**src/requant_consts.svh**
```systemverilog
// Fixed widths and register map; the memory depth follows REQ_WB_AW and output widths stop at 8
`ifndef REQUANT_CONSTS_SVH
`define REQUANT_CONSTS_SVH

// Datapath widths
`define REQ_ACC_W 20
`define REQ_ACT_W 8
`define REQ_FRAC_W 16
`define REQ_SHIFT_W 5

// Wishbone word address and data
`define REQ_WB_AW 10
`define REQ_WB_DW 32

// Register word indices on the cfg port
`define REQ_REG_CTRL 3'd0
`define REQ_REG_SCALE 3'd1
`define REQ_REG_SHIFT 3'd2
`define REQ_REG_OFFSET 3'd3
`define REQ_REG_FMT 3'd4
`define REQ_REG_SRC 3'd5
`define REQ_REG_DST 3'd6
`define REQ_REG_LEN 3'd7

`endif
```
**src/requant_bus_pkg.sv**
```systemverilog
// Wishbone and control types; addresses are word addresses and no byte selects exist
`include "requant_consts.svh"

package requant_bus_pkg;

    // Word address into the scratch memory
    typedef logic [`REQ_WB_AW-1:0] wb_adr_t;
    typedef logic [`REQ_WB_DW-1:0] wb_dat_t;

    // Index into the eight config registers
    typedef logic [2:0] reg_idx_t;

    // Engine sequencing
    typedef enum logic [2:0] {IDLE, FETCH, SCALE, STORE, FINISH} eng_state_t;

endpackage

```
**src/wb_arbiter.sv**
```systemverilog
// Two-master round robin; grant held until the owner drops cyc, each switch costs one idle cycle
`timescale 1ns/1ps

module wb_arbiter (
    input  logic                     clk,
    input  logic                     rst_n,
    input  logic                     host_cyc,
    input  logic                     host_stb,
    input  logic                     host_we,
    input  requant_bus_pkg::wb_adr_t host_adr,
    input  requant_bus_pkg::wb_dat_t host_dat_w,
    output requant_bus_pkg::wb_dat_t host_dat_r,
    output logic                     host_ack,
    input  logic                     eng_cyc,
    input  logic                     eng_stb,
    input  logic                     eng_we,
    input  requant_bus_pkg::wb_adr_t eng_adr,
    input  requant_bus_pkg::wb_dat_t eng_dat_w,
    output requant_bus_pkg::wb_dat_t eng_dat_r,
    output logic                     eng_ack,
    output logic                     mem_cyc,
    output logic                     mem_stb,
    output logic                     mem_we,
    output requant_bus_pkg::wb_adr_t mem_adr,
    output requant_bus_pkg::wb_dat_t mem_dat_w,
    input  requant_bus_pkg::wb_dat_t mem_dat_r,
    input  logic                     mem_ack
);
    logic own_host;
    logic own_eng;
    logic last_eng;
    logic host_first;

    // On a tie the host wins only if the engine went last
    assign host_first = host_cyc & (~eng_cyc | last_eng);

    always_ff @(posedge clk) begin
        if (!rst_n) begin
            own_host <= 1'b0;
            own_eng  <= 1'b0;
            last_eng <= 1'b0;
        end else if (!own_host && !own_eng) begin
            if (host_first) begin
                own_host <= 1'b1;
                last_eng <= 1'b0;
            end else if (eng_cyc) begin
                own_eng  <= 1'b1;
                last_eng <= 1'b1;
            end
        end else if ((own_host && !host_cyc) || (own_eng && !eng_cyc)) begin
            // Release into an idle cycle
            own_host <= 1'b0;
            own_eng  <= 1'b0;
        end
    end

    assign mem_cyc   = (own_host & host_cyc) | (own_eng & eng_cyc);
    assign mem_stb   = (own_host & host_stb) | (own_eng & eng_stb);
    assign mem_we    = own_eng ? eng_we : host_we;
    assign mem_adr   = own_eng ? eng_adr : host_adr;
    assign mem_dat_w = own_eng ? eng_dat_w : host_dat_w;

    // The waiting master sees neither ack nor data
    assign host_ack   = own_host & mem_ack;
    assign eng_ack    = own_eng & mem_ack;
    assign host_dat_r = own_host ? mem_dat_r : '0;
    assign eng_dat_r  = own_eng ? mem_dat_r : '0;

endmodule

```
**config.mk**
```make
export PLATFORM = sky130hd
export DESIGN_NAME = wb_arbiter
export DESIGN_NICKNAME = d
export VERILOG_FILES = /design/src/requant_bus_pkg.sv /design/src/wb_arbiter.sv
export VERILOG_INCLUDE_DIRS = /design/src
export SDC_FILE = /design/constraint.sdc
export NUM_CORES = 1
export LEC_CHECK = 0
export BUFFER_PORTS_ARGS = -buffer_cell sky130_fd_sc_hd__buf_2
export CORE_AREA = 2 2 91 93
export CTS_CLUSTER_SIZE = 40
export DETAILED_ROUTE_END_ITERATION = 8
export DIE_AREA = 0 0 93 95
export SLEW_MARGIN = 30
export SYNTH_ARGS = -nofsm -noshare
export SYNTH_HDL_FRONTEND = slang
export SYNTH_SLANG_ARGS = --single-unit
```
**constraint.sdc**
```tcl
create_clock -name clk -period 1.3 [get_ports clk]
set_input_delay 0.195 -clock clk [delete_from_list [all_inputs] [get_ports clk]]
set_output_delay 0.195 -clock clk [all_outputs]
set_load 0.05 [all_outputs]
```
==> results of run 1 <==
report_power, final:
part / switching (mW) / total [mW] / internal [mW]
clock: 0.0618 / 0.271 / 0.209
combinational: 1.05 / 1.83 / 0.784
sequential: 0.0156 / 0.115 / 0.0990
total: 1.12 / 2.21 / 1.09
cell usage after synthesis (all sizes together) (2+ instances only):
library cell and instances:
a21oi 3, nand2 2, clkbuf 4, buf 9, and2 66, a22o 2
dfxtp 3, nor2 2, mux2 43
worst max-delay path, cell delays in order, from the launching register on:
cell,delay (ns)
dfxtp_4,0.43
clkbuf_16,0.20
mux2_4,0.30
buf_2,0.21
layer usage:
metal  vias to the layer above  share of wire  GRT usage
li1                        937              -          -
met1                       849           0.35     0.1321
met2                       122           0.54     0.2264
met3                         4          0.097    0.02314
met4                         0         0.0087    0.04289
met5                         -              0          0
repair_timing:
| item | CTS | global route |
|---|---|---|
| setup endpoints to repair | 111 | 111 |
| resized for setup | 150 | 77 |
| setup buffers | 0 | 4 |
| hold endpoints to repair | 0 | 0 |
| gates cloned | 1 | 3 |
| pin swaps | 0 | 1 |
state kept, by name, summed over array words and instances (netlist names):
name / count
last_eng: 1
own_host: 1
own_eng: 1
cells by family (layout without fill, tap and decap cells):
kind of cell | count (synthesis) | count (layout) | share of synthesized area
and+or+nand+nor | 72 | 72 | 0.3442
DFF | 3 | 3 | 0.04616
buffers and inverters | 14 | 251 | 0.07787
AOI/OAI and AO/OA | 7 | 7 | 0.03557
muxes | 43 | 43 | 0.4962
through the flow:
stage | hold WS (ns) | std cells | utilization
6_report | 0.2409 | 481 | 0.4312
5_1_grt | 0.2451 | 481 | 0.4312
4_1_cts | 0.2358 | 474 | 0.3902
3_5_place_dp | 0.4615 | 469 | 0.3248
3_3_place_gp | 0.4457 | 469 | 0.3248
2_1_floorplan | 0.3057 | 139 | -
final timing paths:
check	startpoint	endpoint	slack, ns	depth (start not counted)
setup / recovery	own_eng	mem_dat_w[16]	-0.25	3
hold / removal	eng_cyc	own_eng	0.24	3
hold reg to reg	last_eng	last_eng	0.54	1
setup reg to reg	own_eng	last_eng	0.10	5
layout make-up:
| cell class | instances | area, sq um | share of cell area |
|---|---|---|---|
| timing repair buffer | 246 | 2008 | 0.5875 |
| multi-input combinational | 122 | 1162 | 0.3400 |
| tap | 105 | 131.4 | 0.03843 |
| sequential | 3 | 67.56 | 0.01977 |
| clock buffer | 4 | 45.04 | 0.01318 |
| inverter | 1 | 3.754 | 0.001098 |
==> impl_metrics.csv, run 1 <==
group,metric,value,unit
sta,tightest_slew,0.2594,ns
synthesis,yosys_warnings,0,
drt,antenna_left,0,
placed_design,place_congestion,0.7213,
clock_network,cts_tree,"built",
synthesis,yosysTopAreaCell,"mux2_4",
clock_network,clkSinkCount,3,
clock_network,clkSlewWorstSetupHoldPaths,0.03,ns
drt,wl_per_cell,13.42,um
worst_setup_path,criticalPathCategory,"reg -> out",
final_layout,layout-area-overhead-vs-synth,162.7,%
grt,grt_max_degree,46,
synthesis,synthFlopType,"dfxtp_1",
die,coreArea,0.007928,sq mm
worst_setup_path,cp_data_arrival_time,1.35,ns
final_layout,final_common_cell,"buf_2",
sta,finalClockSkew,0.0006706,ns
die,rows,33,
pwr,power_density,647.9,mW/mm^2
worst_setup_path,crit_path_start_kind,"register",
grt,grt_pass1_vias,1798,
synthesis,synthArstFlopShare,0,
run_status,violations,"setup timing",
drt,routed_wl,6.454,mm
sta,finalMaxSlewViolations,0,
synthesis,synth_cell_type_count,16,
synthesis,syn_area,0.001301,sq mm
drt,first_iter_violations,23,
final_layout,postLayoutCellArea,0.003418,sq mm
clock_network,clkLatencyLatePin,0.21,ns
clock_network,root_buffer,"clkbuf_8",
sta,finalSetupViolations,78,
sta,setup-tns-final,-13.98,ns
drt,drc_errors,0,
synthesis,syn_inst,139,
final_layout,final_nets,502,
worst_setup_path,required,1.11,ns
grt,grt_pass1_wl,8.493,mm
synthesis,ys_seq_elements,3,
drt,drtPass1Iterations,4,
clock_network,h-tree-depth,1,
die,io_pins,236,
worst_setup_path,crit_path_max_fanout,9,
synthesis,synth-edff-count,0,
pwr,power.total,2.215,mW
synthesis,seq_area_frac_synth,0.04615,
drt,vias,1912,
die,die_w,93,um
clock_network,cts_buffer_depth,2,
die,die_area,0.008835,sq mm
grt,antenna_found_initial,0,
flow_run,max-cap-violations,0,
placed_design,placed_area,0.002575,sq mm
drt,post_drt_via_cell_ratio,3.975,
sta,fin_crit_sh,1.192,
synthesis,synth_area_per_cell,9.361,sq um
final_layout,final_cell_mix,"134 x buf_2, 81 x buf_6, 57 x and2_1",
run_status,status,"complete, but fails checks",
pwr,irDropWorstVdd,453.1,uV
sta,rsz0062_at_grt,"true",
sta,fmax,645.3,MHz
pwr,p_leak,1.850,nW
sta,setup_slack,-0.2497,ns
clock_network,holdBufCountCts,0,
min_path,min_path_type,"in -> reg",
grt,grt_util_all_layers,0.1195,
clock_network,numCtsBuffers,3,
final_layout,drive_gt1_frac,0.8085,
grt,grt_overflow_total,0,
final_layout,fillers,777,
die,initial_utilization,0.1641,
worst_setup_path,endpoint_kind,"primary output",
placed_design,dp_slack,-0.04698,ns
final_layout,n_antenna_cell,0,
synthesis,syn-num-nets,264,
synthesis,yosys-top-cells-area,"mux2_4 50%, and2_1 32%, buf_6 5.2%",
placed_design,post-dp-hpwl,4.703,mm
die,die_h,95,um
sta,slew_headroom,0.8283,
sta,final-hold-violation-count,0,
sta,period_needed,1.550,ns
placed_design,port_buffers,235,
synthesis,synth_top_area_frac,0.4962,
No activity file was read; power rests on OpenSTA's default activity.
==> run 2, diff against run 1 <==
--- a/config.mk
+++ b/config.mk
@@ -7,10 +7,14 @@
 export NUM_CORES = 1
 export LEC_CHECK = 0
 export BUFFER_PORTS_ARGS = -buffer_cell sky130_fd_sc_hd__buf_2
-export CORE_AREA = 2 2 91 93
+export CELL_PAD_IN_SITES_DETAIL_PLACEMENT = 0
+export CELL_PAD_IN_SITES_GLOBAL_PLACEMENT = 1
+export CORE_UTILIZATION = 16
+export CTS_BUF_LIST = sky130_fd_sc_hd__clkbuf_8
+export CTS_CLUSTER_DIAMETER = 60
 export CTS_CLUSTER_SIZE = 40
 export DETAILED_ROUTE_END_ITERATION = 8
-export DIE_AREA = 0 0 93 95
+export PLACE_DENSITY_LB_ADDON = 0.1
 export SLEW_MARGIN = 30
 export SYNTH_ARGS = -nofsm -noshare
 export SYNTH_HDL_FRONTEND = slang
==> run 2 against run 1 <==
- the run still ends with setup timing left
- sequential power shrank 3%
- sequential share of layout area is 0.060 points higher
- register-to-register slack got worse by 0.07 ns
- critical path type unchanged
- critical endpoint is now mem_dat_w[25]
- largest cell class unchanged
==> impl_metrics.csv, run 2 (synthesis results as in run 1) <==
group,metric,value,unit
final_layout,post-route-util,0.4248,
die,rows,32,
placed_design,place_congestion,0.6921,
die,die_area,0.008497,sq mm
worst_setup_path,required,1.11,ns
pwr,switchingPower,1.103,mW
clock_network,cts_buffer_depth,2,
worst_setup_path,crit_path_start_kind,"register",
final_layout,postLayoutCellArea,0.003317,sq mm
grt,grt_max_degree,23,
clock_network,clkSinkCount,3,
clock_network,clkSlewWorstSetupHoldPaths,0.03,ns
die,die_h,92.18,um
clock_network,h-tree-depth,1,
final_layout,final_common_cell,"buf_2",
sta,finalSetupViolations,78,
sta,fmax,666.4,MHz
pwr,irDropWorstVdd,331.9,uV
worst_setup_path,reg2reg_from,"own_eng",
drt,drtPass1Iterations,4,
min_path,min_path_type,"in -> reg",
final_layout,n_antenna_cell,0,
flow_run,max-cap-violations,0,
final_layout,layout-area-overhead-vs-synth,154.9,%
placed_design,placed_area,0.002601,sq mm
sta,tightest_slew,0.2552,ns
pwr,pwr-share-seq,0.051,
final_layout,final_nets,505,
die,initial_utilization,0.1667,
worst_setup_path,reg2reg_depth,6,
worst_setup_path,cpPeakStageDelay,0.39,ns
pwr,power_density,653.8,mW/mm^2
drt,wl_per_cell,12.71,um
clock_network,clkLatencyLatePin,0.21,ns
worst_setup_path,crit_path_max_fanout,8,
min_path,worstHoldStart,"rst_n",
worst_setup_path,criticalPathCategory,"reg -> out",
worst_setup_path,endpoint_kind,"primary output",
die,die_w,92.18,um
sta,period_needed,1.501,ns
placed_design,port_buffers,235,
pwr,power_frac_comb,0.828,
drt,routed_wl,6.114,mm
drt,post_drt_via_cell_ratio,3.965,
pwr,switching_share,0.5088,
placed_design,post-dp-hpwl,4.694,mm
final_layout,largest_registers,"last_eng x1, own_eng x1, own_host x1",
die,coreArea,0.007807,sq mm
final_layout,multi_input_area,0.001160,sq mm
worst_setup_path,endpoint,"mem_dat_w[25]",
final_layout,drive_gt1_frac,0.8074,
run_status,status,"complete, but fails checks",
run_status,violations,"setup timing",
sta,setup_slack,-0.2007,ns
final_layout,final_cell_mix,"131 x buf_2, 59 x buf_6, 58 x and2_1",
worst_setup_path,crit_slowest_cell,"dfxtp_4",
drt,vias,1907,
clock_network,cts_tree,"built",
pwr,p_leak,1.838,nW
worst_setup_path,cp_data_arrival_time,1.31,ns
worst_setup_path,cp_cell_sequence,"buf_6, mux2_4, buf_2",
final_layout,fillers,792,
sta,slew_headroom,0.8310,
grt,grt_overflow_total,0,
pwr,p_int,1.065,mW
die,io_pins,236,
clock_network,holdBufCountCts,0,
pwr,power.total,2.169,mW
sta,fin_crit_sh,1.154,
clock_network,numCtsBuffers,3,
sta,final-hold-violation-count,0,
grt,grt_util_all_layers,0.1281,
drt,first_iter_violations,8,
drt,antenna_left,0,
grt,grt_pass1_wl,8.735,mm
sta,finalMaxSlewViolations,0,
placed_design,dp_slack,-0.02560,ns
drt,drc_errors,0,
worst_setup_path,r2r_setup_slack,0.03,ns
final_layout,final-seq-area,67.56,sq um
sta,rsz0062_at_grt,"true",
worst_setup_path,reg2reg_to,"last_eng",
sta,finalClockSkew,0.0003564,ns
clock_network,root_buffer,"clkbuf_8",
worst_setup_path,crit_path_start,"own_eng",
grt,grt_pass1_vias,1792,
pwr,p_clk_frac,0.121,
grt,antenna_found_initial,0,
-- run 2: per-layer routing --
| metal | global-route usage | wire length [um] | vias to the layer above |
|---|---|---|---|
| met2 | 0.2705 | 3450 | 117 |
| li1 | - | - | 942 |
| met4 | 0.02474 | 25 | 0 |
| met1 | 0.1280 | 2076 | 846 |
| met5 | 0 | 0 | - |
| met3 | 0.02073 | 563 | 2 |
-- run 2: timing repair --
item / 4_1_cts / 5_1_grt
setup endpoints to repair: 111 / 92
gates resized for setup: 171 / 20
buffers inserted: 2 / 3
gates cloned: 2 / 0
pin swaps: 2 / 1
-- run 2: power by group through the flow --
stage | sequential (mW) | clock [mW] | combinational, mW
3_5_place_dp | 0.110 | 0 | 1.51
6_report | 0.111 | 0.262 | 1.80
3_3_place_gp | 0.110 | 0 | 1.51
2_1_floorplan | 0.105 | 0 | 1.11
5_1_grt | 0.113 | 0.278 | 1.87
4_1_cts | 0.111 | 0.270 | 1.77
-- run 2: stage by stage --
step,cells,hold slack [ns],setup TNS [ns]
final,481,0.2296,-9.634
after global routing,481,0.2582,-13.20
after CTS,478,0.2264,-10.06
after detailed placement,470,0.4505,-0.2486
after global placement,470,0.4452,-0.1066
after floorplan,139,0.3057,0
-- run 2: how the worst min path moves through the flow --
stage	end	slack, ns	cells after the start
floorplan	last_eng	0.31	1
global placement	last_eng	0.45	3
detailed placement	last_eng	0.45	3
CTS	last_eng	0.23	3
global route	last_eng	0.26	2
finish	last_eng	0.23	3
-- run 2: area by class of cell --
| cell class | instances | area share |
|---|---|---|
| Clock buffer | 3 | 0.01245 |
| Clock inverter | 1 | 0.001132 |
| Sequential cell | 3 | 0.02037 |
| Multi-Input combinational cell | 122 | 0.3497 |
| Tap cell | 102 | 0.03848 |
| Inverter | 1 | 0.001132 |
| Timing Repair Buffer | 249 | 0.5768 |
-- run 2: critical path: cells and delay by family (launching register included) --
family	cells	cell delay [ns]
buffers and inverters	2	0.39
flip-flops	1	0.39
multiplexers	1	0.31
