===== src/requant_consts.svh =====
// Fixed widths and register map; the memory depth follows REQ_WB_AW and output widths stop at 8
`ifndef REQUANT_CONSTS_SVH
`define REQUANT_CONSTS_SVH

// Datapath widths
`define REQ_ACC_W 20
`define REQ_ACT_W 8
`define REQ_FRAC_W 16
`define REQ_SHIFT_W 5

// Wishbone word address and data
`define REQ_WB_AW 10
`define REQ_WB_DW 32

// Register word indices on the cfg port
`define REQ_REG_CTRL 3'd0
`define REQ_REG_SCALE 3'd1
`define REQ_REG_SHIFT 3'd2
`define REQ_REG_OFFSET 3'd3
`define REQ_REG_FMT 3'd4
`define REQ_REG_SRC 3'd5
`define REQ_REG_DST 3'd6
`define REQ_REG_LEN 3'd7

`endif

===== src/requant_bus_pkg.sv =====
// Wishbone and control types; addresses are word addresses and no byte selects exist
`include "requant_consts.svh"

package requant_bus_pkg;

    // Word address into the scratch memory
    typedef logic [`REQ_WB_AW-1:0] wb_adr_t;
    typedef logic [`REQ_WB_DW-1:0] wb_dat_t;

    // Index into the eight config registers
    typedef logic [2:0] reg_idx_t;

    // Engine sequencing
    typedef enum logic [2:0] {IDLE, FETCH, SCALE, STORE, FINISH} eng_state_t;

endpackage


===== src/requant_data_pkg.sv =====
// Value types of the requant datapath; scale is unsigned Q0.16 and the zero point is unsigned
`include "requant_consts.svh"

package requant_data_pkg;

    // Signed accumulator as the host stores it
    typedef logic signed [`REQ_ACC_W-1:0] acc_t;

    // One packed output byte
    typedef logic [`REQ_ACT_W-1:0] act_t;

    // Fixed-point multiplier and right shift
    typedef logic [`REQ_FRAC_W-1:0] scale_t;
    typedef logic [`REQ_SHIFT_W-1:0] shift_t;

    // Zero point, added zero-extended
    typedef logic [`REQ_ACT_W-1:0] offset_t;

    // Output width, valid from 1 to 8
    typedef logic [3:0] obits_t;

endpackage


===== src/requant_cfg_regs.sv =====
// Config slave; writes during a run apply at the next start, and CTRL bit 1 is write-1-to-clear
`timescale 1ns/1ps
`include "requant_consts.svh"

module requant_cfg_regs (
    input  logic                      clk,
    input  logic                      rst_n,
    input  logic                      cfg_cyc,
    input  logic                      cfg_stb,
    input  logic                      cfg_we,
    input  requant_bus_pkg::reg_idx_t cfg_adr,
    input  requant_bus_pkg::wb_dat_t  cfg_dat_w,
    output requant_bus_pkg::wb_dat_t  cfg_dat_r,
    output logic                      cfg_ack,
    input  logic                      busy,
    input  logic                      done,
    output logic                      start,
    output requant_data_pkg::scale_t  scale,
    output requant_data_pkg::shift_t  shift,
    output requant_data_pkg::offset_t offset,
    output logic                      is_unsigned,
    output requant_data_pkg::obits_t  out_bits,
    output requant_bus_pkg::wb_adr_t  src,
    output requant_bus_pkg::wb_adr_t  dst,
    output requant_bus_pkg::wb_adr_t  len
);
    import requant_bus_pkg::*;

    logic    req;
    logic    wr_ctrl;
    logic    done_flag;
    wb_dat_t rd_data;

    // A request counts only while no ack is out
    assign req     = cfg_cyc & cfg_stb & ~cfg_ack;
    assign wr_ctrl = req & cfg_we & (cfg_adr == `REQ_REG_CTRL);

    always_ff @(posedge clk) begin
        if (!rst_n) begin
            cfg_ack   <= 1'b0;
            start     <= 1'b0;
            done_flag <= 1'b0;
        end else begin
            cfg_ack <= req;
            // Start is ignored while a run is in progress
            start   <= wr_ctrl & cfg_dat_w[0] & ~busy;
            // Done wins over a clear in the same cycle
            if (done) begin
                done_flag <= 1'b1;
            end else if (wr_ctrl && cfg_dat_w[1]) begin
                done_flag <= 1'b0;
            end
        end
    end

    always_ff @(posedge clk) begin
        if (!rst_n) begin
            scale       <= '0;
            shift       <= '0;
            offset      <= '0;
            is_unsigned <= 1'b0;
            out_bits    <= 4'd8;
            src         <= '0;
            dst         <= '0;
            len         <= '0;
        end else if (req && cfg_we) begin
            case (cfg_adr)
                `REQ_REG_SCALE:  scale <= cfg_dat_w[`REQ_FRAC_W-1:0];
                `REQ_REG_SHIFT:  shift <= cfg_dat_w[`REQ_SHIFT_W-1:0];
                `REQ_REG_OFFSET: offset <= cfg_dat_w[`REQ_ACT_W-1:0];
                `REQ_REG_FMT: begin
                    out_bits    <= cfg_dat_w[3:0];
                    is_unsigned <= cfg_dat_w[4];
                end
                `REQ_REG_SRC:    src <= cfg_dat_w[`REQ_WB_AW-1:0];
                `REQ_REG_DST:    dst <= cfg_dat_w[`REQ_WB_AW-1:0];
                `REQ_REG_LEN:    len <= cfg_dat_w[`REQ_WB_AW-1:0];
                default: ;
            endcase
        end
    end

    // FMT packs width in bits 3:0 and the unsigned flag in bit 4
    always_comb begin
        case (cfg_adr)
            `REQ_REG_CTRL:   rd_data = wb_dat_t'({busy, done_flag, 1'b0});
            `REQ_REG_SCALE:  rd_data = wb_dat_t'(scale);
            `REQ_REG_SHIFT:  rd_data = wb_dat_t'(shift);
            `REQ_REG_OFFSET: rd_data = wb_dat_t'(offset);
            `REQ_REG_FMT:    rd_data = wb_dat_t'({is_unsigned, out_bits});
            `REQ_REG_SRC:    rd_data = wb_dat_t'(src);
            `REQ_REG_DST:    rd_data = wb_dat_t'(dst);
            default:         rd_data = wb_dat_t'(len);
        endcase
    end

    always_ff @(posedge clk) begin
        if (req) begin
            cfg_dat_r <= rd_data;
        end
    end

endmodule


===== config.mk =====
export PLATFORM = sky130hd
export DESIGN_NAME = requant_cfg_regs
export DESIGN_NICKNAME = d
export VERILOG_FILES = /design/src/requant_bus_pkg.sv /design/src/requant_data_pkg.sv /design/src/requant_cfg_regs.sv
export VERILOG_INCLUDE_DIRS = /design/src
export SDC_FILE = /design/constraint.sdc
export NUM_CORES = 1
export LEC_CHECK = 0
export ABC_AREA = 0
export BUFFER_PORTS_ARGS = -buffer_cell sky130_fd_sc_hd__buf_2
export CAP_MARGIN = 20
export CORE_MARGIN = 2
export CORE_UTILIZATION = 35
export CTS_CLUSTER_DIAMETER = 100
export CTS_CLUSTER_SIZE = 28
export DETAILED_ROUTE_END_ITERATION = 12
export GPL_TIMING_DRIVEN = 0
export PLACE_DENSITY = 0.69
export SYNTH_ARGS = -nofsm -noshare
export SYNTH_HDL_FRONTEND = slang
export SYNTH_SLANG_ARGS = --single-unit

===== constraint.sdc =====
create_clock -name clk -period 2.8 [get_ports clk]
set_clock_uncertainty 0.15 [all_clocks]
set_input_delay 0.14 -clock clk [delete_from_list [all_inputs] [get_ports clk]]
set_output_delay 0.14 -clock clk [all_outputs]
set_load 0.01 [all_outputs]

==> results of run 1 <==
-- area by class of cell --
| class | count | area, um^2 |
|---|---|---|
| flip-flops and latches | 83 | 1820 |
| clock buffers | 11 | 131 |
| fillers | 984 | 5520 |
| well taps | 136 | 170 |
| multi-input cells | 241 | 1700 |
| clock inverters | 5 | 62.6 |
| plain buffers | 40 | 263 |
| repair buffers | 117 | 651 |
| inverters | 2 | 7.51 |
-- power groups by stage --
stage / clock network, uW / logic [uW] / registers, uW
2_1_floorplan: 0 / 126 / 1280
3_3_place_gp: 0 / 209 / 1270
3_5_place_dp: 0 / 212 / 1270
4_1_cts: 866 / 225 / 1240
5_1_grt: 932 / 244 / 1240
6_report: 868 / 226 / 1240
-- worst paths after layout --
path                            slack (ns)                  end           startpoint  depth (start not counted)
worst max-delay path                  0.94     start$_SDFF_PN0_   cfg_ack$_SDFF_PN0_                          5
worst min register to register        0.32  len[5]$_SDFFE_PN0P_  len[5]$_SDFFE_PN0P_                          2
worst min-delay path                 0.003  src[5]$_SDFFE_PN0P_         cfg_dat_w[5]                          3
worst max register to register        0.94     start$_SDFF_PN0_   cfg_ack$_SDFF_PN0_                          5
-- layout by cell type, fill, tap and decap left out, types with 3 or more instances in the layout --
cell           netlist  final
nor2b_1              4      4
and3_1              11     11
clkbuf_1            10     12
conb_1               1     16
a22o_1               3      3
buf_2                6    110
dlygate4sd3_1        0     13
dfxtp_1             67     67
nor2_1               5      5
mux2_2               9      9
edfxtp_1            16     16
mux4_2               4      4
buf_6                4      4
buf_4               20     20
clkbuf_8             0      9
mux2i_1             67     67
clkinv_4             0      3
nand2_1             84     84
o221ai_1             3      3
a31oi_1              4      4
o21ai_0              3      3
-- sequential cells by signal, indices dropped and copies added (netlist names) --
register	cells
out_bits	4
dst	10
offset	8
src	10
is_unsigned	1
shift	5
len	10
cfg_ack	1
done_flag	1
scale	16
start	1
cfg_dat_r	16
-- what timing repair did --
item	CTS	global route
resized for setup	0	0
hold endpoints to repair	20	0
hold buffers	13	0
-- cells by family after synthesis --
kind of cell,after synthesis,synth area share (%)
and+or+nand+nor,123,16.4
DFF,83,48.8
muxes,80,23.1
buffers and inverters,42,7.24
AOI/OAI and AO/OA,22,4.32
other,1,0.100
-- critical path, delay by kind of cell (launching register included) --
family        cells  cell delay, ns
flops             1            0.33
simple gates      3            0.60
buf+inv           2            0.74
-- stage by stage --
step                      instance area, um^2  util, %  power, uW  hold WS, ns
after floorplan                          3790        -       1400        0.129
after global placement                   4480     43.4       1480        0.239
after detailed placement                 4480     43.4       1480        0.247
after CTS                                4800     46.5       2330       0.0103
after global routing                     4800     46.5       2420       0.0213
final                                    4800     46.5       2340      0.00319
-- routing by layer --
metal / up-vias / global-route usage, % / wire length [um]
met2: 118 / 30.9 / 5220
met4: 0 / 6.12 / 134
met5: - / 0 / 0
met3: 15 / 5.63 / 971
met1: 1486 / 24.0 / 4640
li1: 1481 / - / -
==> results.toml, run 1 <==
[yosys]
yosysMostFrequentCell = "nand2_1"
synth_area_per_cell_um2 = 10.6
async_flop_share_pct = 0
synth_top_cell_area_share_pct = 35.9
synth-seq-cells = 83
synth_ff_type = "dfxtp_1"
synth_commonest_cells = "nand2_1, dfxtp_1, mux2i_1"
yosysUniqueCellTypes = 43
synth_top_cell_by_area = "dfxtp_1"
synth_area_leaders = "dfxtp_1, mux2i_1, edfxtp_1"
ys_warn_count = 0
synth_edf_count = 16
synth_area_um2 = 3730
yosysSeqAreaShare_pct = 48.8
synthesis.instances = 351

[clock_tree]
tritoncts = "yes"
cts_buffers = 9
postCtsSetupRepairBufs = 0
clkSinkCount = 83
cts_max_level = 3
cts_max_path_buffers = 2
cts_root_buffer = "clkbuf_8"
clk_pin_slew_ns = 0.10
clock_latency_ns = 0.36

[power_and_ir_drop]
switching_share_pct = 25.4
ir_drop_uv = 193
power.share.combinational_pct = 9.7
clockPowerShare_pct = 37.1
pwr-share-seq_pct = 53.2
power_switching_uw = 593
p_leak_uw = 0.00234
internal-power_uw = 1740
power.density_nw_per_um2 = 486

[outcome]
run_status = "finished, final reports clean"

[drt]
wire_per_inst_um = 17.3
ant_nets = 0
dr.first_iter.drc_count = 249
viasPerCell = 4.88
routed_wl_mm = 11.0
num_vias = 3100
firstDrtPassIters = 4
drc = 0

[cells_and_area]
fin_nets = 536
instances_no_fill = 635
antennaDiodeCount = 0
area_growth_pct = 28.7
drive_gt1_share_pct = 33.9

[worst_setup_path]
startpoint_type = "flop"
critPathRequiredTime_ns = 2.96
crit_type = "reg2reg"
path_max_fanout = 5
slowest_stage = "dlygate4sd3_1"
crit_arrival_ns = 2.02
path_cells = "and4b_1, buf_4, nand4b_1, nor3b_1, dlygate4sd3_1"
end_kind = "flop"
cp_slowest_stage_delay_ns = 0.56

[timing]
tightestPinTransition_ns = 0.910
slew_headroom_pct = 39.4
setup_violations = 0
hold_violations = 0
worst_slack_ns = 0.943
max_freq_mhz = 538
rsz0062_at_grt = "no"
min_period_ns = 1.86
fin_crit_sh_pct = 66.3
slew_violations = 0
setup_tns_ns = 0

[floorplanning]
fp.dieW_um = 107
die-area_um2 = 11500
initial_utilization_pct = 36.2
core_area_um2 = 10300
row_count = 37
die_h_um = 107
io_pins = 140

[placed_design]
portBuffers = 104
dp_worst_setup_slack_ns = 0.978
place_inst = 606
gp_congestion = 0.834
dp_hpwl_mm = 7.83

[global_routing]
antenna_found_initial = 0
gr-total-overflow = 0
grt.total_usage_pct = 18.9
grt_pass1_wl_mm = 16.4
grt_max_degree = 18
grt_pass1_vias = 2984

[job]
drv_cap = 0

[worst_hold_path]
hold_path.class = "in2reg"
(Power assumes the default switching activity.)
==> inputs of run 2 (changes only) <==
- ABC_AREA: 0 -> 1
- PLACE_DENSITY: 0.69 -> 0.7
- clock period: 2.8 -> 1.8 ns (I/O delays scaled with it)
==> results.toml, run 2 <==
[cells_and_area]
final_cell_mix = "nor2_1, buf_2, dfxtp_1"
antennaDiodeCount = 0
final_common_cell = "nor2_1"
fin_nets = 660
utilization_pct = 46.9
drive_gt1_share_pct = 27.4
area_growth_pct = 32.0
reg.largest.list = "cfg_dat_r (16), scale (16)"

[worst_setup_path]
endpoint = "done_flag$_SDFFE_PN0P_"
crit_buf_inv = 2
critPathRequiredTime_ns = 1.90
cp_common_cell = "nand3_1"
slowest_stage = "dlygate4sd3_1"
crit_arrival_ns = 1.74
end_kind = "flop"
r2r_slack_ns = 0.16
path_cells = "inv_1, nand3_1, nor2_1, nand3_1, nand2_1, a21oi_1, dlygate4sd3_1"
startpoint_type = "flop"
r2r_cells = 7
cp_slowest_stage_delay_ns = 0.55
path_max_fanout = 3
crit_type = "reg2reg"
setup.worst_path.start = "cfg_ack$_SDFF_PN0_"
cp_num_cells = 7
path_delay_family = "buffers and inverters"
timing.rr.end = "done_flag$_SDFFE_PN0P_"
rr_startpoint = "cfg_ack$_SDFF_PN0_"

[global_routing]
grt_max_degree = 17
grt_pass1_vias = 3214
antenna_found_initial = 0
grt.total_usage_pct = 18.7
grt_pass1_wl_mm = 16.2
gr-total-overflow = 0

[yosys]
synth_area_per_cell_um2 = 7.74
ys_warn_count = 0
synth_ff_type = "dfxtp_1"
synth_edf_count = 16
yosysSeqAreaShare_pct = 50.3
synth_commonest_cells = "nor2_1, dfxtp_1, nand2_1"
synth_top_cell_area_share_pct = 37.0
synth_area_leaders = "dfxtp_1, nor2_1, edfxtp_1"
yosysUniqueCellTypes = 26
async_flop_share_pct = 0
synthesis.instances = 468
synth_top_cell_by_area = "dfxtp_1"
synth_area_um2 = 3620
yosysMostFrequentCell = "nor2_1"
synth-seq-cells = 83

[floorplanning]
row_count = 37
initial_utilization_pct = 35.6
fp.dieW_um = 106
core_area_um2 = 10200
die-area_um2 = 11200
io_pins = 140
die_h_um = 106

[clock_tree]
hold_buffers = 23
tritoncts = "yes"
postCtsSetupRepairBufs = 0
cts_max_level = 3
cts_root_buffer = "clkbuf_8"
clkSinkCount = 83
cts_max_path_buffers = 2
clock_latency_ns = 0.36
clk_pin_slew_ns = 0.08
cts_buffers = 9
cts_resized = 0

[power_and_ir_drop]
ir_drop_uv = 445
power.density_nw_per_um2 = 754
p_leak_uw = 0.00240

[job]
drv_cap = 0

[timing]
slew_headroom_pct = 53.2
slew_violations = 0
rsz0062_at_grt = "no"
setup_violations = 0
setup_tns_ns = 0
tightestPinTransition_ns = 0.702
fin_crit_sh_pct = 91.1
hold_violations = 0
min_period_ns = 1.64
max_freq_mhz = 610

[drt]
firstDrtPassIters = 4
drc = 0
num_vias = 3481
ant_nets = 0
viasPerCell = 4.59
routed_wl_mm = 10.5
dr.first_iter.drc_count = 252
wire_per_inst_um = 13.8

[worst_hold_path]
hold_path.class = "in2reg"
worstHoldStart = "cfg_adr[2]"

[outcome]
run_status = "finished, final reports clean"

[placed_design]
portBuffers = 101
dp_hpwl_mm = 7.72
gp_congestion = 0.833
-- run 2: power breakdown --
part | switching, uW | internal [uW]
clock | 663 | 680
sequential | 17.9 | 1920
combinational | 191 | 129
total | 872 | 2730
-- run 2: per-stage QoR --
step,instances,hold slack [ns],cell area [um^2],total power (uW),setup WS [ns]
6_report,759,0.00396,4780,3600,0.160
5_1_grt,759,0.0373,4780,3720,0.0891
4_1_cts,759,0.000973,4780,3620,0.182
3_5_place_dp,720,0.171,4350,2260,0.191
3_3_place_gp,720,0.168,4350,2260,0.200
2_1_floorplan,483,0.0662,3680,2150,0.406
-- run 2: how the worst min path moves through the flow --
stage          cells after the start                  endpoint  slack, ns
2_1_floorplan                      2  out_bits[3]$_SDFFE_PN1P_       0.07
3_3_place_gp                       3    scale[13]$_SDFFE_PN0P_       0.17
3_5_place_dp                       3    scale[13]$_SDFFE_PN0P_       0.17
4_1_cts                            4          start$_SDFF_PN0_      0.001
5_1_grt                            4          start$_SDFF_PN0_       0.04
6_report                           4          start$_SDFF_PN0_      0.004
-- run 2: cell type report --
type | instances | area, um^2
clock inverter | 4 | 51.3
inverter | 38 | 150
sequential | 83 | 1820
multi-input combinational | 329 | 1470
fill | 1014 | 5400
tap | 136 | 170
clock buffer | 12 | 145
timing repair buffer | 124 | 736
buffer | 33 | 241
-- run 2: cells by family (layout without fill, tap and decap cells) --
family          Yosys count  in the layout  synth area share (%)
compound gates           67             67                  9.26
buf+inv                  71            211                  10.8
flops                    83             83                  50.3
other cells               1             16                 0.104
simple gates            246            246                  29.5
-- run 2: worst register-to-register path, delay by kind of cell (launching register included) --
family                 cells  cell delay, ns
DFF                        1            0.31
and+or+nand+nor            4            0.36
buffers and inverters      2            0.65
AOI/OAI and AO/OA          1            0.05
-- run 2: layer usage --
layer | GRT usage, % | up-vias | part of all wire, %
li1 | - | 1758 | -
met3 | 4.51 | 17 | 6.4
met4 | 8.65 | 0 | 2.0
met1 | 22.7 | 1587 | 43
met2 | 31.4 | 119 | 48
met5 | 0 | - | 0
