===== src/requant_consts.svh =====
// Fixed widths and register map; the memory depth follows REQ_WB_AW and output widths stop at 8
`ifndef REQUANT_CONSTS_SVH
`define REQUANT_CONSTS_SVH

// Datapath widths
`define REQ_ACC_W 20
`define REQ_ACT_W 8
`define REQ_FRAC_W 16
`define REQ_SHIFT_W 5

// Wishbone word address and data
`define REQ_WB_AW 10
`define REQ_WB_DW 32

// Register word indices on the cfg port
`define REQ_REG_CTRL 3'd0
`define REQ_REG_SCALE 3'd1
`define REQ_REG_SHIFT 3'd2
`define REQ_REG_OFFSET 3'd3
`define REQ_REG_FMT 3'd4
`define REQ_REG_SRC 3'd5
`define REQ_REG_DST 3'd6
`define REQ_REG_LEN 3'd7

`endif

===== src/requant_bus_pkg.sv =====
// Wishbone and control types; addresses are word addresses and no byte selects exist
`include "requant_consts.svh"

package requant_bus_pkg;

    // Word address into the scratch memory
    typedef logic [`REQ_WB_AW-1:0] wb_adr_t;
    typedef logic [`REQ_WB_DW-1:0] wb_dat_t;

    // Index into the eight config registers
    typedef logic [2:0] reg_idx_t;

    // Engine sequencing
    typedef enum logic [2:0] {IDLE, FETCH, SCALE, STORE, FINISH} eng_state_t;

endpackage


===== src/requant_data_pkg.sv =====
// Value types of the requant datapath; scale is unsigned Q0.16 and the zero point is unsigned
`include "requant_consts.svh"

package requant_data_pkg;

    // Signed accumulator as the host stores it
    typedef logic signed [`REQ_ACC_W-1:0] acc_t;

    // One packed output byte
    typedef logic [`REQ_ACT_W-1:0] act_t;

    // Fixed-point multiplier and right shift
    typedef logic [`REQ_FRAC_W-1:0] scale_t;
    typedef logic [`REQ_SHIFT_W-1:0] shift_t;

    // Zero point, added zero-extended
    typedef logic [`REQ_ACT_W-1:0] offset_t;

    // Output width, valid from 1 to 8
    typedef logic [3:0] obits_t;

endpackage


===== src/requant_engine.sv =====
// Bus-master requantizer; one access at a time, addresses wrap at the memory size, LEN counts words
`timescale 1ns/1ps
`include "requant_consts.svh"

module requant_engine (
    input  logic                      clk,
    input  logic                      rst_n,
    input  logic                      start,
    input  requant_data_pkg::scale_t  scale,
    input  requant_data_pkg::shift_t  shift,
    input  requant_data_pkg::offset_t offset,
    input  logic                      is_unsigned,
    input  requant_data_pkg::obits_t  out_bits,
    input  requant_bus_pkg::wb_adr_t  src,
    input  requant_bus_pkg::wb_adr_t  dst,
    input  requant_bus_pkg::wb_adr_t  len,
    output logic                      busy,
    output logic                      done,
    output logic                      eng_cyc,
    output logic                      eng_stb,
    output logic                      eng_we,
    output requant_bus_pkg::wb_adr_t  eng_adr,
    output requant_bus_pkg::wb_dat_t  eng_dat_w,
    input  requant_bus_pkg::wb_dat_t  eng_dat_r,
    input  logic                      eng_ack
);
    import requant_data_pkg::*;
    import requant_bus_pkg::*;

    eng_state_t state;
    scale_t     scale_q;
    shift_t     shift_q;
    offset_t    offset_q;
    logic       uns_q;
    obits_t     bits_q;
    wb_adr_t    rd_ptr;
    wb_adr_t    wr_ptr;
    wb_adr_t    remain;
    wb_dat_t    pack;
    logic [1:0] slot;
    logic       bus_req;
    logic       xfer;
    logic       sc_valid;
    act_t       sc_y;

    assign xfer      = bus_req & eng_ack;
    assign busy      = (state != IDLE);
    assign done      = (state == FINISH);
    assign eng_cyc   = bus_req;
    assign eng_stb   = bus_req;
    assign eng_we    = (state == STORE);
    assign eng_adr   = eng_we ? wr_ptr : rd_ptr;
    assign eng_dat_w = pack;

    // Fed straight from the read ack
    output_scaler scaler_i (
        .clk        (clk),
        .rst_n      (rst_n),
        .in_valid   (xfer && state == FETCH),
        .acc        (acc_t'(eng_dat_r[`REQ_ACC_W-1:0])),
        .scale      (scale_q),
        .shift      (shift_q),
        .offset     (offset_q),
        .is_unsigned(uns_q),
        .out_bits   (bits_q),
        .out_valid  (sc_valid),
        .y          (sc_y)
    );

    // Request drops for the cycle after each ack so the arbiter may switch
    always_ff @(posedge clk) begin
        if (!rst_n) begin
            bus_req <= 1'b0;
        end else begin
            bus_req <= (state == FETCH || state == STORE) && !xfer;
        end
    end

    always_ff @(posedge clk) begin
        if (!rst_n) begin
            state <= IDLE;
        end else begin
            case (state)
                IDLE:   if (start) state <= (len == '0) ? FINISH : FETCH;
                FETCH:  if (xfer) state <= SCALE;
                // Store on a full word or after the last input
                SCALE:  state <= (slot == 2'd3 || remain == '0) ? STORE : FETCH;
                STORE:  if (xfer) state <= (remain == '0) ? FINISH : FETCH;
                FINISH: state <= IDLE;
                default: state <= IDLE;
            endcase
        end
    end

    always_ff @(posedge clk) begin
        // Configuration is frozen for the whole run
        if (state == IDLE && start) begin
            scale_q  <= scale;
            shift_q  <= shift;
            offset_q <= offset;
            uns_q    <= is_unsigned;
            bits_q   <= out_bits;
            rd_ptr   <= src;
            wr_ptr   <= dst;
            remain   <= len;
            pack     <= '0;
            slot     <= '0;
        end
        if (state == FETCH && xfer) begin
            rd_ptr <= rd_ptr + 1'b1;
            remain <= remain - 1'b1;
        end
        // Input i of a group lands in byte i
        if (state == SCALE && sc_valid) begin
            pack[{slot, 3'b000} +: `REQ_ACT_W] <= sc_y;
            slot <= slot + 2'd1;
        end
        // Cleared so a short last group pads with zeros
        if (state == STORE && xfer) begin
            wr_ptr <= wr_ptr + 1'b1;
            pack   <= '0;
            slot   <= '0;
        end
    end

endmodule


===== src/output_scaler.sv =====
// One-cycle requantizer; out_bits must lie in 1..8 and rounding is floor toward minus infinity
`timescale 1ns/1ps
`include "requant_consts.svh"

module output_scaler (
    input  logic                      clk,
    input  logic                      rst_n,
    input  logic                      in_valid,
    input  requant_data_pkg::acc_t    acc,
    input  requant_data_pkg::scale_t  scale,
    input  requant_data_pkg::shift_t  shift,
    input  requant_data_pkg::offset_t offset,
    input  logic                      is_unsigned,
    input  requant_data_pkg::obits_t  out_bits,
    output logic                      out_valid,
    output requant_data_pkg::act_t    y
);
    import requant_data_pkg::*;

    // Full product plus one sign bit
    localparam int PROD_W = `REQ_ACC_W + `REQ_FRAC_W + 1;

    typedef logic signed [PROD_W-1:0] wide_t;

    logic [`REQ_ACC_W-1:0]             mag;
    logic [`REQ_ACC_W+`REQ_FRAC_W-1:0] mag_prod;
    wide_t                             prod;
    wide_t                             fp_shifted;
    wide_t                             shifted;
    wide_t                             presat;
    wide_t                             sat_hi;
    wide_t                             sat_lo;
    act_t                              y_next;

    always_comb begin
        // Multiply magnitudes so both operands are unsigned
        mag      = acc[`REQ_ACC_W-1] ? -acc : acc;
        mag_prod = mag * scale;
        // Put the sign back on the exact product
        prod = acc[`REQ_ACC_W-1] ? -$signed({1'b0, mag_prod}) : $signed({1'b0, mag_prod});

        // Drop the fraction, then the user shift; both floor
        fp_shifted = prod >>> `REQ_FRAC_W;
        shifted    = fp_shifted >>> shift;
        presat     = shifted + $signed({{(PROD_W-`REQ_ACT_W){1'b0}}, offset});

        // Clamp limits from the output format
        if (is_unsigned) begin
            sat_hi = (wide_t'(1) << out_bits) - wide_t'(1);
            sat_lo = '0;
        end else begin
            sat_hi = (wide_t'(1) << (out_bits - 4'd1)) - wide_t'(1);
            sat_lo = -(wide_t'(1) << (out_bits - 4'd1));
        end

        if (presat > sat_hi) begin
            y_next = sat_hi[`REQ_ACT_W-1:0];
        end else if (presat < sat_lo) begin
            y_next = sat_lo[`REQ_ACT_W-1:0];
        end else begin
            y_next = presat[`REQ_ACT_W-1:0];
        end
    end

    always_ff @(posedge clk) begin
        if (!rst_n) begin
            out_valid <= 1'b0;
        end else begin
            out_valid <= in_valid;
        end
    end

    // Result held until the next input
    always_ff @(posedge clk) begin
        if (in_valid) begin
            y <= y_next;
        end
    end

endmodule


===== config.mk =====
export PLATFORM = sky130hd
export DESIGN_NAME = requant_engine
export DESIGN_NICKNAME = d
export VERILOG_FILES = /design/src/requant_bus_pkg.sv /design/src/requant_data_pkg.sv /design/src/requant_engine.sv /design/src/output_scaler.sv
export VERILOG_INCLUDE_DIRS = /design/src
export SDC_FILE = /design/constraint.sdc
export NUM_CORES = 1
export LEC_CHECK = 0
export BUFFER_PORTS_ARGS = -buffer_cell sky130_fd_sc_hd__clkbuf_2
export CAP_MARGIN = 25
export CORE_ASPECT_RATIO = 0.5
export CORE_MARGIN = 2
export CORE_UTILIZATION = 55
export CTS_CLUSTER_DIAMETER = 50
export CTS_CLUSTER_SIZE = 28
export DETAILED_ROUTE_END_ITERATION = 10
export HOLD_SLACK_MARGIN = 0.1
export PLACE_DENSITY = 0.73
export SETUP_SLACK_MARGIN = 0.1
export SLEW_MARGIN = 20
export SYNTH_ARGS = -nofsm -noshare
export SYNTH_HDL_FRONTEND = slang
export SYNTH_HIERARCHICAL = 1
export SYNTH_SLANG_ARGS = --single-unit

===== constraint.sdc =====
create_clock -name clk -period 25.5 [get_ports clk]
set_clock_uncertainty 0.15 [all_clocks]
set_input_delay 5.1 -clock clk [delete_from_list [all_inputs] [get_ports clk]]
set_output_delay 5.1 -clock clk [all_outputs]
set_load 0.02 [all_outputs]

==> results of run 1 <==
-- cells in the mapped netlist (all sizes together) (36+ instances only) --
master / count
nand2: 358
fa: 251
o21ai: 116
xnor2: 56
ha: 188
dfxtp: 39
inv: 286
xor2: 43
and2: 179
a21o: 36
edfxtp: 72
nor3: 42
nor2: 165
a21oi: 126
nand3: 55
clkbuf: 126
-- how the worst max path moves through the flow --
stage                   from       endpoint  slack (ps)
2_1_floorplan  eng_dat_r[19]  scaler_i/y[0]        5520
3_3_place_gp    eng_dat_r[0]  scaler_i/y[1]        3920
3_5_place_dp    eng_dat_r[0]  scaler_i/y[5]        3740
4_1_cts         eng_dat_r[0]  scaler_i/y[5]        4090
5_1_grt         eng_dat_r[0]  scaler_i/y[4]        2990
6_report        eng_dat_r[0]  scaler_i/y[6]        3940
-- kinds of logic after synthesis --
kind of cell | after synthesis | share of synthesized area
AND/OR/NAND/NOR | 996 | 0.230
other | 1 | 0.000170
adder cells (fa/ha/maj) | 441 | 0.335
AO/OA/AOI/OAI | 535 | 0.165
multiplexers | 37 | 0.0184
XOR/XNOR | 101 | 0.0413
buffers and inverters | 441 | 0.0769
flip-flops | 111 | 0.133
-- registers in the layout (all words and copies together), names as in the netlist --
register and count:
scale_q 16, scaler_i/y 8, slot 2, eng_dat_w 32
offset_q 8, shift_q 5, uns_q 1, state 3
eng_cyc 1, wr_ptr 10, rd_ptr 10, bits_q 4
remain 10, scaler_i/out_valid 1
-- cell type report --
class,count,share of cell area
flip-flops and latches,111,0.125
diodes,1,0.000107
clock buffers,9,0.00960
clock inverters,7,0.00400
well taps,530,0.0283
multi-input cells,2119,0.749
inverters,290,0.0464
repair buffers,160,0.0377
-- per-stage QoR --
stage | setup WS (ps) | cells | instance area [um2] | hold slack (ps)
2_1_floorplan | 5520 | 2671 | 22100 | 303
3_3_place_gp | 3920 | 3206 | 23100 | 307
3_5_place_dp | 3740 | 3206 | 23100 | 311
4_1_cts | 4090 | 3222 | 23400 | 324
5_1_grt | 2990 | 3227 | 23500 | 354
6_report | 3940 | 3227 | 23500 | 318
-- layer usage --
metal	GRT usage	up-vias
li1	-	9191
met1	0.413	9346
met2	0.451	672
met3	0.0386	87
met4	0.0680	0
met5	0	-
-- worst register-to-register path: cells and delay by family, from the launching register on --
| family | cells | cell delay, ps |
|---|---|---|
| compound gates | 20 | 4470 |
| fa+ha+maj | 9 | 4430 |
| buf+inv | 3 | 160 |
| flops | 1 | 880 |
| mux | 1 | 190 |
| simple gates | 18 | 4980 |
==> qor.txt, run 1 <==
Die Area - 41900 um2
DR DRC count - 0
Slew at the pin closest to its max-slew limit - 1050 ps
Layout Utilization - 0.598
GRT Total Usage - 0.285
Warnings from Yosys - 6
Die span in y - 146 um
Post-Syn Instances - 2663
First-pass GRT wire length - 97500 um
Hold Crit Endpoint - eng_dat_w[26]
Arrival time worst endpoint - 21540 ps
Netlist cell types - 107
Share of the synthesized area in the top cell type - 0.227
Critical path's largest stage delay - 700 ps
Critical path buffer and inverter count - 5
DIE WIDTH - 288 um
Post-CTS Resized - 0
Initial Util - 0.563
TritonCTS clock tree - yes
Share of cells above drive strength 1 - 0.0912
Drt wl/cell - 18.0 um
Register Area - 2940 um2
CTS Root Buffer Type - clkbuf_16
Detail Placement HPWL - 45200 um
Core ar. - 39200 um2
DR pass1 iterations - 8
Crit share post-route - 0.846
Synth top area cells - fa_1, ha_1, edfxtp_1
H-Tree Depth - 3
Met3 routed WL - 3540 um
Synth area leader - fa_1
Latest clock arrival within the worst-skew pair - 390 ps
FP Rows - 51
Critical path's top delay family - simple AND/OR/NAND/NOR gates
Commonest non-fill, non-tap cell in the layout - nand2_1
Worst-case reg-to-reg path depth - 51
Multi-input gate area - 17600 um2
Crit path time final - 21560 ps
Post-CTS Setup Bufs - 0
Clock Tree Buf Depth - 2
Final setup vio count - 0
Post-synth top flop - edfxtp_1
Post-synth ARST share - 0
Number of global-route vias before repair - 18900
Top layer in use - met4
Number of synthesized flops with an enable pin - 72
Buffers added on ports - 134
Max Cap Viol - 0
RSZ-0062 raised after global routing - false
Yosys reg bits - 111
Routability cong. - 0.955
Detail Route met2 WL - 26700 um
Wl on met1 - 26700 um
Most frequent cell on the critical path - fa_1
Crit path kind - in2reg
Reg2reg start - scale_q[12]
Min-Delay Startpoint - eng_dat_w[26]
Largest net degree at the start of global routing - 61
Synthesized area - 22100 um2
DR iter-0 viols - 1511
Reg-to-Reg End - scaler_i/y[6]
Vias - 19300
Final WL - 58100 um
Maximum clock frequency - 46.4 MHz
Setup crit start kind - input pin
Layout net count - 3230
Vias/cell - 5.98
Slowest CP cell - nor4b_1
Status - completed
Final Max Slew Viols - 0
Crit end category - flip-flop
Layout fillers - 3615
Final hold violations - 0
Clk slew on worst S/H paths - 90 ps
CTS Buf Count - 9
Antenna-violating nets left - 0
Sequential share of the synthesized area - 0.133
Worst min-delay path class - reg2reg
Reg2Reg Setup Slack - 9990 ps
Mapped Avg Cell Area - 8.30 um2
Slew margin rel. - 0.294
IO Count - 147
Worst hold stages - 2
Crit Path Max Fanout - 18
P&R area growth vs syn - 6.18%
Commonest non-fill, non-tap cells in the layout - nand2_1, inv_1, fa_1
Initial antenna violation count - 1
Sum Neg Setup Slack - 0 ps
Worst Path Required - 25480 ps
Remaining global-route overflow - 0
Critical path depth - 58
# hold bufs at CTS - 0
Clock sink count - 111
Power of run 1 is not shown: default switching activity piles up to over one toggle a cycle in this logic, so the estimate is an artifact.
==> inputs of run 2 (changes only) <==
==> constraint.sdc (replaced) <==
create_clock -name clk -period 21 [get_ports clk]
set_clock_uncertainty 0.15 [all_clocks]
set_input_delay 4.2 -clock clk [delete_from_list [all_inputs] [get_ports clk]]
set_output_delay 4.2 -clock clk [all_outputs]
set_load 0.02 [all_outputs]
==> run 2 against run 1 <==
  * First-iteration DRC count increased by 1.8%
  * Routed wire length increased by 0.37%
  * Setup slack lost 2700 ps
  * Global-route usage rose by 0.091 points
  * Sequential cell count unchanged
  * Design area is 0.69% higher
  * Clock-buffer cell count stayed put
  * Worst hold slack improved by 23 ps
  * Core utilization is 0.41 points higher
  * Largest cell class unchanged
==> qor.txt, run 2 (synthesized netlist as in run 1, its figures left out) <==
Largest net degree at the start of global routing - 50
Latest clock arrival within the worst-skew pair - 380 ps
Vias - 19100
Clock Tree Buf Depth - 2
IO Count - 147
Die span in y - 146 um
DR pass1 iterations - 5
Crit path kind - in2reg
Hold_ws - 342 ps
Share of cells above drive strength 1 - 0.0979
CTS Buf Count - 9
Maximum clock frequency - 50.5 MHz
Sum Neg Setup Slack - 0 ps
Commonest non-fill, non-tap cell in the layout - nand2_1
CTS Root Buffer Type - clkbuf_16
Slowest CP cell - or4_1
Vias/cell - 5.88
TritonCTS clock tree - yes
Die Area - 41900 um2
Worst Path Required - 20980 ps
Crit path time final - 19800 ps
Multi-input gate area - 17600 um2
Clock sink count - 111
DR DRC count - 0
Detail Placement HPWL - 45800 um
First-pass GRT wire length - 97800 um
Number of global-route vias before repair - 18900
P&R area growth vs syn - 6.92%
H-Tree Depth - 3
Drt wl/cell - 17.9 um
Layout fillers - 3546
Status - completed
# hold bufs at CTS - 0
Slew margin rel. - 0.330
DIE WIDTH - 288 um
Final hold violations - 0
Buffers added on ports - 134
Routability cong. - 0.949
Crit Path Max Fanout - 10
Final setup vio count - 0
Crit share post-route - 0.943
Layout net count - 3251
Antenna-violating nets left - 0
Final WL - 58300 um
Initial Util - 0.563
Setup crit start kind - input pin
Crit end category - flip-flop
Arrival time worst endpoint - 19780 ps
Core ar. - 39200 um2
FP Rows - 51
Post-CTS Setup Bufs - 0
Clk slew on worst S/H paths - 90 ps
Commonest non-fill, non-tap cells in the layout - nand2_1, inv_1, fa_1
Max FFs per register - 32
Register Area - 2940 um2
Final Max Slew Viols - 0
Remaining global-route overflow - 0
Slew at the pin closest to its max-slew limit - 1000 ps
GRT Total Usage - 0.286
Most frequent cell on the critical path - a21oi_1
Max Cap Viol - 0
DR iter-0 viols - 1538
Critical path's largest stage delay - 620 ps
RSZ-0062 raised after global routing - false
Initial antenna violation count - 1
Worst min-delay path class - reg2reg
-- run 2: cell count changes in the layout (fill, tap and decap cells not counted), sizes merged --
cell,before,now
dlymetal6s2s,1,0
clkinv,4,6
inv,293,291
buf,24,46
-- run 2: area by class of cell --
cell class                      instances  share of cell area
Multi-Input combinational cell       2119               0.743
Sequential cell                       111               0.125
Inverter                              290              0.0461
Timing Repair Buffer                  181              0.0446
Tap cell                              530              0.0281
Clock buffer                            9             0.00953
Clock inverter                          7             0.00418
Antenna cell                            1            0.000106
-- run 2: worst max-delay path: cells and delay by family --
kind            cells  cell delay (ps)
compound gates     23             3790
buf+inv             7              580
simple gates       22             5840
fa+ha+maj           9             4000
mux                 3              910
xor+xnor            1              430
-- run 2: per-stage QoR --
stage / cell area [um2] / utilization / instances / worst slack (ps)
finish: 23600 / 0.602 / 3248 / 1200
global route: 23600 / 0.602 / 3248 / 116
CTS: 23600 / 0.600 / 3244 / 1090
detailed placement: 23200 / 0.592 / 3228 / 810
global placement: 23200 / 0.592 / 3227 / 809
floorplan: 22100 / - / 2671 / 1920
-- run 2: final timing paths --
kind / from / endpoint / slack, ps / cells after the start
hold / removal: eng_dat_w[26] / eng_dat_w[26] / 340 / 2
setup / recovery: eng_dat_r[4] / scaler_i/y[1] / 1200 / 65
hold reg to reg: eng_dat_w[26] / eng_dat_w[26] / 340 / 2
setup reg to reg: scale_q[3] / scaler_i/y[1] / 6240 / 58
-- run 2: routing by layer --
metal  part of all wire  vias up  GRT usage
met5                  0        -          0
met4              0.018        0     0.0659
met3              0.053       59     0.0381
met2               0.46      521      0.455
met1               0.47     9292      0.413
li1                   -     9240          -
-- run 2: timing repair --
| action | CTS | global route |
|---|---|---|
| gates resized for setup | 0 | 4 |
| endpoints found under the hold margin | 0 | 0 |
| endpoints found under the setup margin | 0 | 8 |
Power of run 2 is left out for the same reason.
==> inputs of run 3 (changes only) <==
--- a/config.mk
+++ b/config.mk
@@ -15,7 +15,7 @@
 export CTS_CLUSTER_SIZE = 28
 export DETAILED_ROUTE_END_ITERATION = 10
 export HOLD_SLACK_MARGIN = 0.1
-export PLACE_DENSITY = 0.73
+export PLACE_DENSITY = 0.7
 export SETUP_SLACK_MARGIN = 0.1
 export SLEW_MARGIN = 20
 export SYNTH_ARGS = -nofsm -noshare
==> run 3 against run 2 <==
  * Clock-buffer cell count stayed put
  * Final cell count about the same
  * Via count grew 1.5%
  * Die area unchanged
  * Core utilization down 0.13 points
  * Non-clock buffer count fell by 1
  * Worst hold slack worse by 24 ps
  * Design area fell by 0.22%
  * Sequential cell count stayed put
==> qor.txt, run 3 (synthesized netlist as in run 1, its figures left out) <==
Status - completed
H-Tree Depth - 3
Clk slew on worst S/H paths - 90 ps
DR DRC count - 0
CTS Root Buffer Type - clkbuf_16
Clock sink count - 111
Final hold violations - 0
Sum Neg Setup Slack - 0 ps
Commonest non-fill, non-tap cells in the layout - nand2_1, inv_1, fa_1
Drt wl/cell - 18.1 um
DR iter-0 viols - 1495
Critical path's largest stage delay - 560 ps
Crit path kind - in2reg
P&R area growth vs syn - 6.68%
Share of cells above drive strength 1 - 0.0968
Arrival time worst endpoint - 19740 ps
Final Instance Area - 23600 um2
Crit share post-route - 0.941
Buffers added on ports - 134
Final Max Slew Viols - 0
Worst min-delay path class - reg2reg
Setup crit start kind - input pin
Max FFs per register - 32
Die span in y - 146 um
Clock Tree Buf Depth - 2
First-pass GRT wire length - 98600 um
Routability cong. - 0.920
Max Cap Viol - 0
TritonCTS clock tree - yes
Detail Placement HPWL - 46700 um
Slowest CP cell - fa_1
Largest net degree at the start of global routing - 50
CTS Buf Count - 9
Placed instance area - 23200 um2
Initial Util - 0.563
Crit path time final - 19760 ps
Vias/cell - 5.97
Worst Path Required - 20970 ps
Layout fillers - 3585
RSZ-0062 raised after global routing - false
Maximum clock frequency - 50.6 MHz
Layout net count - 3250
GRT Total Usage - 0.289
DIE WIDTH - 288 um
Antenna-violating nets left - 0
Final WL - 58900 um
Final setup vio count - 0
Slew at the pin closest to its max-slew limit - 988 ps
Latest clock arrival within the worst-skew pair - 390 ps
# hold bufs at CTS - 0
Initial antenna violation count - 1
Crit Path Max Fanout - 14
Number of global-route vias before repair - 19000
Most frequent cell on the critical path - fa_1
DR pass1 iterations - 7
Post-CTS Setup Bufs - 0
Commonest non-fill, non-tap cell in the layout - nand2_1
Die Area - 41900 um2
Crit end category - flip-flop
Slew margin rel. - 0.338
Vias - 19400
FP Rows - 51
IO Count - 147
Core ar. - 39200 um2
Remaining global-route overflow - 0
==> run 3: layer usage <==
metal  up-vias  track usage  wire length, um
met5         -            0                0
met4         0       0.0664             1120
met3        73       0.0401             3360
met2       578        0.462            27200
met1      9520        0.415            27200
li1       9226            -                -
==> run 3: repair_timing <==
action,4_1_cts,5_1_grt
hold endpoints to repair,0,0
endpoints found under the setup margin,0,6
resized for setup,0,2
==> run 3: layout make-up <==
class / instances / area, um2 / share of cell area
sequential: 111 / 2940 / 0.125
antenna: 1 / 2.50 / 0.000106
clock buffer: 9 / 225 / 0.00955
tap: 530 / 663 / 0.0281
timing repair buffer: 180 / 1030 / 0.0436
inverter: 290 / 1090 / 0.0462
clock inverter: 7 / 96.3 / 0.00409
multi-input combinational: 2119 / 17500 / 0.744
==> run 3: worst paths after layout <==
| kind | start | endpoint | slack, ps | cells after the start |
|---|---|---|---|---|
| worst min-delay path | eng_dat_w[26] | eng_dat_w[26] | 320 | 2 |
| worst max-delay path | eng_dat_r[4] | scaler_i/y[7] | 1240 | 64 |
| worst min register to register | eng_dat_w[26] | eng_dat_w[26] | 320 | 2 |
| worst max register to register | scale_q[5] | scaler_i/y[7] | 6260 | 59 |
==> run 3: through the flow <==
step	setup WS (ps)	util	instances	hold WS, ps
global route	118	0.601	3247	329
detailed placement	937	0.592	3229	304
CTS	1320	0.600	3245	317
floorplan	1920	-	2671	303
global placement	1010	0.592	3228	305
finish	1240	0.601	3247	318
==> run 3: worst max-delay path: cells and delay by family <==
family | cells | cell delay, ps
simple gates | 23 | 5290
compound gates | 21 | 4420
fa+ha+maj | 9 | 4200
buf+inv | 9 | 960
xor+xnor | 1 | 440
mux | 1 | 200
Power of run 3 is left out for the same reason.
